--- src/verilog/regblock_pkg.sv ---
package regblock_pkg;

   localparam int DATA_W  = 8;
   localparam int ADDR_W  = 2;
   localparam int INSTR_W = 16;
   localparam int OPC_W   = 4;

   typedef logic [DATA_W-1:0]  data_t;
   typedef logic [ADDR_W-1:0]  reg_addr_t;
   typedef logic [INSTR_W-1:0] instr_t;

   // Field positions inside the instruction word
   localparam int OPC_MSB  = 15;
   localparam int OPC_LSB  = 12;
   localparam int DST_MSB  = 11;
   localparam int DST_LSB  = 10;
   localparam int SRCA_MSB = 9;
   localparam int SRCA_LSB = 8;
   localparam int IMM_MSB  = 7;
   localparam int IMM_LSB  = 0;
   // Source B shares the low bits of the immediate
   localparam int SRCB_MSB = 1;
   localparam int SRCB_LSB = 0;

   // Values 8 to 15 are not listed and decode as illegal
   typedef enum logic [OPC_W-1:0] {
      OP_NOP   = 4'd0,
      OP_LOADI = 4'd1,
      OP_MOV   = 4'd2,
      OP_ADD   = 4'd3,
      OP_SUB   = 4'd4,
      OP_AND   = 4'd5,
      OP_OR    = 4'd6,
      OP_XOR   = 4'd7
   } opcode_e;

   typedef enum logic [2:0] {
      ALU_PASS_A,
      ALU_PASS_IMM,
      ALU_ADD,
      ALU_SUB,
      ALU_AND,
      ALU_OR,
      ALU_XOR
   } alu_op_e;

endpackage

--- src/verilog/block_reg.sv ---
`timescale 1ns/1ps

module block_reg import regblock_pkg::*; #(
   parameter int NUM_REGS = 4
) (
   input  logic      clk,
   input  logic      arst_n,
   input  logic      wr_en,
   input  reg_addr_t wr_addr,
   input  data_t     wr_data,
   input  reg_addr_t rd_addr_a,
   input  reg_addr_t rd_addr_b,
   input  reg_addr_t obs_sel,
   output data_t     rd_data_a,
   output data_t     rd_data_b,
   output data_t     obs_data
);

   data_t regs [NUM_REGS];

   // Indices past NUM_REGS read as zero
   function automatic data_t read_reg(input reg_addr_t addr);
      data_t val;
      val = '0;
      for (int i = 0; i < NUM_REGS; i++) begin
         if (int'(addr) == i) begin
            val = regs[i];
         end
      end
      return val;
   endfunction

   // Write port, a write to an index that does not exist is dropped
   always_ff @(posedge clk or negedge arst_n) begin
      if (!arst_n) begin
         for (int i = 0; i < NUM_REGS; i++) begin
            regs[i] <= '0;
         end
      end else if (wr_en) begin
         for (int i = 0; i < NUM_REGS; i++) begin
            if (int'(wr_addr) == i) begin
               regs[i] <= wr_data;
            end
         end
      end
   end

   always_comb begin
      rd_data_a = read_reg(rd_addr_a);
   end

   always_comb begin
      rd_data_b = read_reg(rd_addr_b);
   end

   // Observation port, sees a write right after the writing edge
   always_comb begin
      obs_data = read_reg(obs_sel);
   end

endmodule

--- src/verilog/alu_unit.sv ---
`timescale 1ns/1ps

module alu_unit import regblock_pkg::*; (
   input  alu_op_e alu_op,
   input  data_t   a,
   input  data_t   b,
   input  data_t   imm,
   output data_t   y
);

   data_t sum;
   data_t diff;

   // Both wrap modulo 256 by truncation to the data width
   assign sum  = a + b;
   assign diff = a - b;

   always_comb begin
      case (alu_op)
         ALU_PASS_A: begin
            y = a;
         end
         ALU_PASS_IMM: begin
            y = imm;
         end
         ALU_ADD: begin
            y = sum;
         end
         ALU_SUB: begin
            y = diff;
         end
         ALU_AND: begin
            y = a & b;
         end
         ALU_OR: begin
            y = a | b;
         end
         ALU_XOR: begin
            y = a ^ b;
         end
         default: begin
            y = '0;
         end
      endcase
   end

endmodule

--- src/verilog/op_sequencer.sv ---
`timescale 1ns/1ps

module op_sequencer import regblock_pkg::*; (
   input  logic      clk,
   input  logic      arst_n,
   input  instr_t    instr,
   input  logic      instr_valid,
   input  data_t     alu_out,
   output reg_addr_t rd_addr_a,
   output reg_addr_t rd_addr_b,
   output reg_addr_t wr_addr,
   output logic      wr_en,
   output alu_op_e   alu_op,
   output data_t     imm,
   output data_t     result,
   output logic      result_valid,
   output logic      error
);

   // Capture stage
   logic             cap_valid;
   logic [OPC_W-1:0] cap_opc;
   reg_addr_t        cap_dst;
   reg_addr_t        cap_srca;
   data_t            cap_imm;

   // Decode of the captured opcode
   logic op_legal;
   logic op_writes;

   always_ff @(posedge clk or negedge arst_n) begin
      if (!arst_n) begin
         cap_valid <= 1'b0;
      end else begin
         cap_valid <= instr_valid;
      end
   end

   always_ff @(posedge clk) begin
      if (instr_valid) begin
         cap_opc  <= instr[OPC_MSB:OPC_LSB];
         cap_dst  <= instr[DST_MSB:DST_LSB];
         cap_srca <= instr[SRCA_MSB:SRCA_LSB];
         cap_imm  <= instr[IMM_MSB:IMM_LSB];
      end
   end

   always_comb begin
      op_legal  = 1'b1;
      op_writes = 1'b1;
      alu_op    = ALU_PASS_A;
      case (opcode_e'(cap_opc))
         OP_NOP: begin
            op_writes = 1'b0;
         end
         OP_LOADI: begin
            alu_op = ALU_PASS_IMM;
         end
         OP_MOV: begin
            alu_op = ALU_PASS_A;
         end
         OP_ADD: begin
            alu_op = ALU_ADD;
         end
         OP_SUB: begin
            alu_op = ALU_SUB;
         end
         OP_AND: begin
            alu_op = ALU_AND;
         end
         OP_OR: begin
            alu_op = ALU_OR;
         end
         OP_XOR: begin
            alu_op = ALU_XOR;
         end
         default: begin
            op_legal  = 1'b0;
            op_writes = 1'b0;
         end
      endcase
   end

   assign rd_addr_a = cap_srca;
   assign rd_addr_b = cap_imm[SRCB_MSB:SRCB_LSB];
   assign wr_addr   = cap_dst;
   assign imm       = cap_imm;

   // The register file writes at the same edge that reports the result
   assign wr_en = cap_valid & op_writes;

   always_ff @(posedge clk or negedge arst_n) begin
      if (!arst_n) begin
         result_valid <= 1'b0;
         error        <= 1'b0;
      end else begin
         result_valid <= cap_valid & op_legal;
         error        <= cap_valid & ~op_legal;
      end
   end

   // Result keeps its last value between reports
   always_ff @(posedge clk) begin
      if (cap_valid && op_legal) begin
         result <= alu_out;
      end
   end

endmodule

--- src/verilog/regblock_top.sv ---
`timescale 1ns/1ps

module regblock_top import regblock_pkg::*; #(
   parameter int NUM_REGS = 4
) (
   input  logic      clk,
   input  logic      arst_n,
   input  instr_t    instr,
   input  logic      instr_valid,
   input  reg_addr_t obs_sel,
   output data_t     obs_data,
   output data_t     result,
   output logic      result_valid,
   output logic      error
);

   reg_addr_t rd_addr_a;
   reg_addr_t rd_addr_b;
   reg_addr_t wr_addr;
   logic      wr_en;
   alu_op_e   alu_op;
   data_t     imm;
   data_t     rd_data_a;
   data_t     rd_data_b;
   data_t     alu_out;

   op_sequencer u_seq (
      .clk          (clk),
      .arst_n       (arst_n),
      .instr        (instr),
      .instr_valid  (instr_valid),
      .alu_out      (alu_out),
      .rd_addr_a    (rd_addr_a),
      .rd_addr_b    (rd_addr_b),
      .wr_addr      (wr_addr),
      .wr_en        (wr_en),
      .alu_op       (alu_op),
      .imm          (imm),
      .result       (result),
      .result_valid (result_valid),
      .error        (error)
   );

   block_reg #(
      .NUM_REGS (NUM_REGS)
   ) u_regs (
      .clk       (clk),
      .arst_n    (arst_n),
      .wr_en     (wr_en),
      .wr_addr   (wr_addr),
      .wr_data   (alu_out),
      .rd_addr_a (rd_addr_a),
      .rd_addr_b (rd_addr_b),
      .obs_sel   (obs_sel),
      .rd_data_a (rd_data_a),
      .rd_data_b (rd_data_b),
      .obs_data  (obs_data)
   );

   alu_unit u_alu (
      .alu_op (alu_op),
      .a      (rd_data_a),
      .b      (rd_data_b),
      .imm    (imm),
      .y      (alu_out)
   );

endmodule

--- config.mk ---
export PLATFORM = sky130hd
export DESIGN_NAME = regblock_top
export DESIGN_NICKNAME = d
export VERILOG_FILES = /design/src/verilog/regblock_pkg.sv /design/src/verilog/block_reg.sv /design/src/verilog/alu_unit.sv /design/src/verilog/op_sequencer.sv /design/src/verilog/regblock_top.sv
export SDC_FILE = /design/constraint.sdc
export NUM_CORES = 1
export LEC_CHECK = 0
export BUFFER_PORTS_ARGS = -buffer_cell sky130_fd_sc_hd__clkbuf_2
export CORE_MARGIN = 5
export CORE_UTILIZATION = 61
export DETAILED_ROUTE_END_ITERATION = 8
export GPL_ROUTABILITY_DRIVEN = 0
export GPL_TIMING_DRIVEN = 0
export PLACE_DENSITY = 0.82
export REMOVE_ABC_BUFFERS = 1
export SETUP_SLACK_MARGIN = 0.5
export SLEW_MARGIN = 20
export SYNTH_ARGS = -nofsm -noshare
export SYNTH_HDL_FRONTEND = slang
export SYNTH_SLANG_ARGS = --single-unit
--- constraint.sdc ---
create_clock -name clk -period 4.8 [get_ports clk]
set_input_delay 0.72 -clock clk [delete_from_list [all_inputs] [get_ports clk]]
set_output_delay 0.72 -clock clk [all_outputs]
set_load 0.05 [all_outputs]
==> impl_metrics.yaml, run 1 <==
final_layout:
  layout-drive-gt1-share_pct: 30.1
  area_growth_pct: 10.7
  final_nets: 386
  diodes: 0
  fin_area_um2: 4170
sta:
  setup_viol: 0
  relSlewSlack_pct: 34.4
  tightest_slew_ps: 980
  layout_setup_ws_ps: 767
  rsz0062_at_grt: "false"
  drv_slew: 0
  period_share_pct: 84.0
  hold_viol: 0
  skew_ps: 7.46
  fmax_ghz: 0.248
  period_minus_slack_ps: 4030
  setup_tns_ps: 0
logic_synthesis:
  ys_seq_area_share_pct: 42.4
  netlist-cell-type-count: 47
  synth_async_sr_flop_share_pct: 59.3
  yosys_warnings: 0
  yosys_register_bits: 59
  synthesis.area_um2: 3770
  avgSynthCellArea_um2: 12.4
  yosys.area.top_type: "dfrtp_1"
  synth_flop_cell: "dfrtp_1"
  synth_top_area_share_pct: 23.2
  synth-edff-count: 24
  netlist_instances: 305
  ys_top_cells_by_area: "dfrtp_1, edfxtp_1, mux4_2"
global_route:
  overflow: 0
  grt_max_degree: 36
  antenna_found_initial: 0
  grtUsageTotal_pct: 25.2
  grt_pass1_vias: 2813
  grt_pass1_wl_um: 14600
detailed_routing:
  first_iter_violations: 322
  drc: 0
  avgViaCountPerCell: 6.69
  vias: 2809
  wirelength_um: 8910
  firstDrtPassIters: 5
  wire_per_inst_um: 21.2
  antenna_left: 0
placement:
  pre_cts_ws_ps: 930
  io_buffers: 38
  hpwlAfterDp_um: 6200
  place_area_um2: 4000
cts:
  ctsHtreeMaxLevel: 3
  cts_setup_buffers: 0
  insertion_delay_ps: 330
  cts_made_buffers: 9
  cts_buffer_depth: 2
  cts_tree: "done"
  cts.sinks: 59
  clk_root_buffer_cell: "clkbuf_8"
  cts_resized: 0
  hold_buffers: 0
  clk_pin_slew_ps: 70
outcome:
  status: "complete, no violations"
worst_setup_path:
  crit_path_end_kind: "register"
  crit_fanout: 9
  required_ps: 5070
  reg2regPathDepth: 11
  regToRegSetupSlack_ps: 770
  crit_type: "reg2reg"
  crit_start: "u_seq.imm[0]"
  cp-start-kind: "register"
  rr_startpoint: "u_seq.imm[0]"
  worstPathArrival_ps: 4300
  reg2reg_to: "u_regs.regs[30]"
floorplan:
  die_area_um2: 7850
  io_pins: 39
  dieWidth_um: 88.6
  rows: 28
  coreArea_um2: 5960
  start_util_pct: 63.3
  dieHeight_um: 88.6
power:
  p_total_w: 0.00281
  p_leak_nw: 1.82
  irDropWorstVdd_mv: 0.411
  p_per_area_nw_per_um2: 674
worst_hold_path:
  hold_path_end: "u_seq.error"
  min_path_type: "reg2reg"
  min_from: "u_seq.cap_valid"
  hold_depth: 1
run:
  drv_cap: 0
==> power by group <==
part           leakage, nW  switching (W)  internal, W
clock               0.0932       0.000193     0.000213
combinational         1.05       0.000894     0.000668
sequential           0.677       0.000151     0.000693
total                 1.82        0.00124      0.00157
==> logic make-up (layout without fill, tap and decap cells) <==
kind of cell,Yosys count,after routing,synth area share (%)
AOI/OAI and AO/OA,52,52,9.73
and+or+nand+nor,69,69,9.60
DFF,59,59,42.4
adders and majority gates,25,25,8.50
muxes,53,53,23.7
xor gates and xnor gates,9,9,2.09
buffers and inverters,38,78,4.02
==> worst max-delay path: stages, from the launching register on <==
cell	delay, ps
edfxtp_1	690
mux4_1	710
inv_1	140
ha_1	240
mux2i_1	240
fa_1	290
nand3_1	120
a21boi_0	290
o21a_1	180
nor3_1	50
o31ai_1	700
mux2_2	300
==> worst max path at each step <==
stage / depth (start not counted) / endpoint
3_5_place_dp: 12 / u_regs.regs[30]
2_1_floorplan: 11 / u_regs.regs[31]
3_3_place_gp: 11 / u_regs.regs[31]
6_report: 11 / u_regs.regs[30]
5_1_grt: 11 / u_regs.regs[30]
4_1_cts: 12 / u_regs.regs[30]
==> per-stage QoR <==
stage	hold WS, ps	utilization [%]	std cells
after CTS	490	70.1	420
after global routing	516	70.1	420
after global placement	465	67.0	403
final	491	70.1	420
after floorplan	424	-	290
after detailed placement	475	67.1	404
==> placed cells by master (no fill, tap or decap), drive strengths merged, types with 2 or more instances in the layout <==
master	n
a21oi	11
a222oi	4
a31oi	8
and3	3
clkbuf	51
clkinv	3
dfrtp	35
edfxtp	24
ha	24
inv	23
mux2	26
mux2i	3
mux4	24
nand2	20
nand2b	6
nand3	6
nand3b	4
nor2	15
nor2b	4
nor3	4
nor4	4
o2111ai	2
o21a	2
o21ai	9
o32ai	3
o41ai	3
xnor2	6
xor2	3
==> state kept, by name, indices dropped and copies added (netlist names) <==
| name | flops |
|---|---|
| u_regs.regs | 32 |
| u_seq.imm | 8 |
| u_seq.result | 8 |
| u_seq.cap_opc | 4 |
| u_seq.rd_addr_a | 2 |
| u_seq.wr_addr | 2 |
| u_seq.cap_valid | 1 |
| u_seq.error | 1 |
| u_seq.result_valid | 1 |
==> cells in the mapped netlist, drive strengths merged, types with 2 or more instances <==
| cell type | number |
|---|---|
| o21ai | 9 |
| nor4 | 4 |
| o41ai | 3 |
| xor2 | 3 |
| a222oi | 4 |
| buf | 5 |
| nor2b | 4 |
| nand2b | 6 |
| a21oi | 11 |
| o21a | 2 |
| nand3 | 6 |
| nand2 | 20 |
| nand3b | 4 |
| ha | 24 |
| nor3 | 4 |
| nor2 | 15 |
| o2111ai | 2 |
| mux2 | 26 |
| a31oi | 8 |
| dfrtp | 35 |
| clkbuf | 10 |
| edfxtp | 24 |
| mux4 | 24 |
| mux2i | 3 |
| inv | 23 |
| o32ai | 3 |
| xnor2 | 6 |
| and3 | 3 |
==> cell type report <==
class                   instances  area, µm²
clock buffers                  13        159
fillers                       423       1780
well taps                      75       93.8
repair buffers                 39        195
flip-flops and latches         59       1600
clock inverters                 3       15.0
inverters                      23       86.3
multi-input cells             208       2030
==> routing by layer <==
layer  GRT usage, %  part of all wire, %  up-vias
met4           7.01                  1.5        0
met5              0                    0        -
met2           41.1                   48      158
li1               -                    -     1242
met3           5.77                  8.4       16
met1           34.3                   42     1393
No activity file was read; power rests on OpenSTA's default activity.
==> run 2, diff against run 1 <==
- CORE_UTILIZATION: 61 -> 54
- PLACE_DENSITY: 0.82 -> 0.77
- clock period: 4.8 -> 3.6 ns (I/O delays scaled with it)
==> run 2 against run 1 <==
Net effect: clock power rose by 41%; core utilization shrank 0.49 points; die area grew 11%; total power grew 67%; critical endpoint is now u_regs.regs[21].
==> impl_metrics.yaml, run 2 (synthesized netlist as in run 1, its figures left out) <==
outcome:
  status: "complete, no violations"
worst_setup_path:
  reg2regPathDepth: 12
  crit_path_end_kind: "register"
  rr_startpoint: "u_seq.imm[0]"
  endpoint: "u_regs.regs[21]"
  crit_start: "u_seq.imm[0]"
  crit_fanout: 7
  worstPathArrival_ps: 3470
  regToRegSetupSlack_ps: 370
  cp-start-kind: "register"
  crit_type: "reg2reg"
  reg2reg_to: "u_regs.regs[21]"
  required_ps: 3840
cts:
  cts_tree: "done"
  cts_buffer_depth: 2
  cts_made_buffers: 9
  hold_buffers: 0
  clk_root_buffer_cell: "clkbuf_8"
  insertion_delay_ps: 360
  clk_pin_slew_ps: 80
  ctsHtreeMaxLevel: 3
  cts.sinks: 59
sta:
  layout_setup_ws_ps: 371
  skew_ps: 14.4
  rsz0062_at_grt: "true"
  period_share_pct: 89.7
  holdWs_ps: 295
  setup_viol: 0
  relSlewSlack_pct: 19.5
  fmax_ghz: 0.310
  drv_slew: 0
  tightest_slew_ps: 1200
  hold_viol: 0
  period_minus_slack_ps: 3230
global_route:
  use_met3_pct: 5.31
  use_met2_pct: 39.0
  grt_pass1_vias: 2904
  grt_max_degree: 36
  antenna_found_initial: 0
  top_usage_layer: "met2"
  grt_pass1_wl_um: 15400
  grtUsageTotal_pct: 23.1
  overflow: 0
  gr-usage-met1_pct: 30.3
power:
  p_sw_w: 0.00208
  p_total_w: 0.00469
  switching_share_pct: 44.3
  cellInternalPower_w: 0.00261
  p_clk_share_pct: 12.2
  p_leak_nw: 2.04
  pwr-share-seq_pct: 24.0
  p_per_area_nw_per_um2: 992
  irDropWorstVdd_mv: 0.627
  combPwrFrac_pct: 63.8
final_layout:
  diodes: 0
  layout-drive-gt1-share_pct: 46.8
  final_common_cell: "clkbuf_2"
  fin_area_um2: 4730
  post-route-util_pct: 69.6
  area_growth_pct: 25.4
  layout_common_cells: "clkbuf_2, dfrtp_1, buf_4"
  final_nets: 421
  largest_register: "u_regs.regs"
  largest_reg_flops: 32
floorplan:
  die_area_um2: 8750
  dieWidth_um: 93.5
  start_util_pct: 55.5
  coreArea_um2: 6790
  rows: 30
  dieHeight_um: 93.5
  io_pins: 39
detailed_routing:
  drc: 0
  wire_per_inst_um: 22.0
  wirelength_um: 10500
  avgViaCountPerCell: 6.42
  first_iter_violations: 303
  vias: 3056
  antenna_left: 0
  firstDrtPassIters: 6
placement:
  hpwlAfterDp_um: 6170
  place_area_um2: 4030
  io_buffers: 38
  pre_cts_ws_ps: -200
worst_hold_path:
  min_path_type: "in2async"
run:
  drv_cap: 0
## run 2: routing by layer
metal  vias up  routed length [µm]
li1       1304                   -
met1      1533                4130
met2       175                5230
met3        44                 785
met4         0                 332
met5         -                   0
## run 2: repair_timing
| action | CTS | global route |
|---|---|---|
| pin swaps | 19 | 14 |
| setup buffers | 26 | 9 |
| setup endpoints to repair | 35 | 28 |
| hold endpoints to repair | 0 | 0 |
| resized for setup | 38 | 23 |
## run 2: how the worst min path moves through the flow
stage | from | cells after the start | to
floorplan | arst_n | 0 | u_regs.regs[0]
global placement | u_seq.cap_valid | 1 | u_seq.error
detailed placement | u_seq.cap_valid | 1 | u_seq.error
CTS | arst_n | 1 | u_regs.regs[16]
global route | instr[10] | 1 | u_seq.wr_addr[0]
finish | arst_n | 1 | u_regs.regs[29]
## run 2: power groups by stage
| stage | Combinational, W | Clock (W) | Sequential, W |
|---|---|---|---|
| detailed placement | 0.00200 | 0 | 0.00113 |
| floorplan | 0.00156 | 0 | 0.00113 |
| CTS | 0.00251 | 0.000577 | 0.00110 |
| global route | 0.00318 | 0.000611 | 0.00114 |
| finish | 0.00299 | 0.000572 | 0.00112 |
| global placement | 0.00194 | 0 | 0.00111 |
## run 2: layout make-up
class | instances | area (µm²)
Clock inverter | 6 | 48.8
Timing Repair Buffer | 74 | 465
Inverter | 23 | 86.3
Clock buffer | 10 | 138
Sequential cell | 59 | 1600
Tap cell | 96 | 120
Multi-Input combinational cell | 208 | 2270
Fill cell | 432 | 2070
## run 2: metrics by stage
stage               setup TNS (ps)  instances
global placement             -1420        424
floorplan                        0        290
CTS                              0        467
finish                           0        476
global route                     0        476
detailed placement           -2260        425
## run 2: critical path, cell delays in order, from the launching register on
cell	delay, ps
edfxtp_1	340
buf_6	150
mux4_2	570
inv_2	120
ha_4	210
mux2i_4	190
ha_4	230
nor2b_4	130
o2111ai_2	180
nand3_1	120
xor2_1	160
a221o_2	410
mux2_4	290
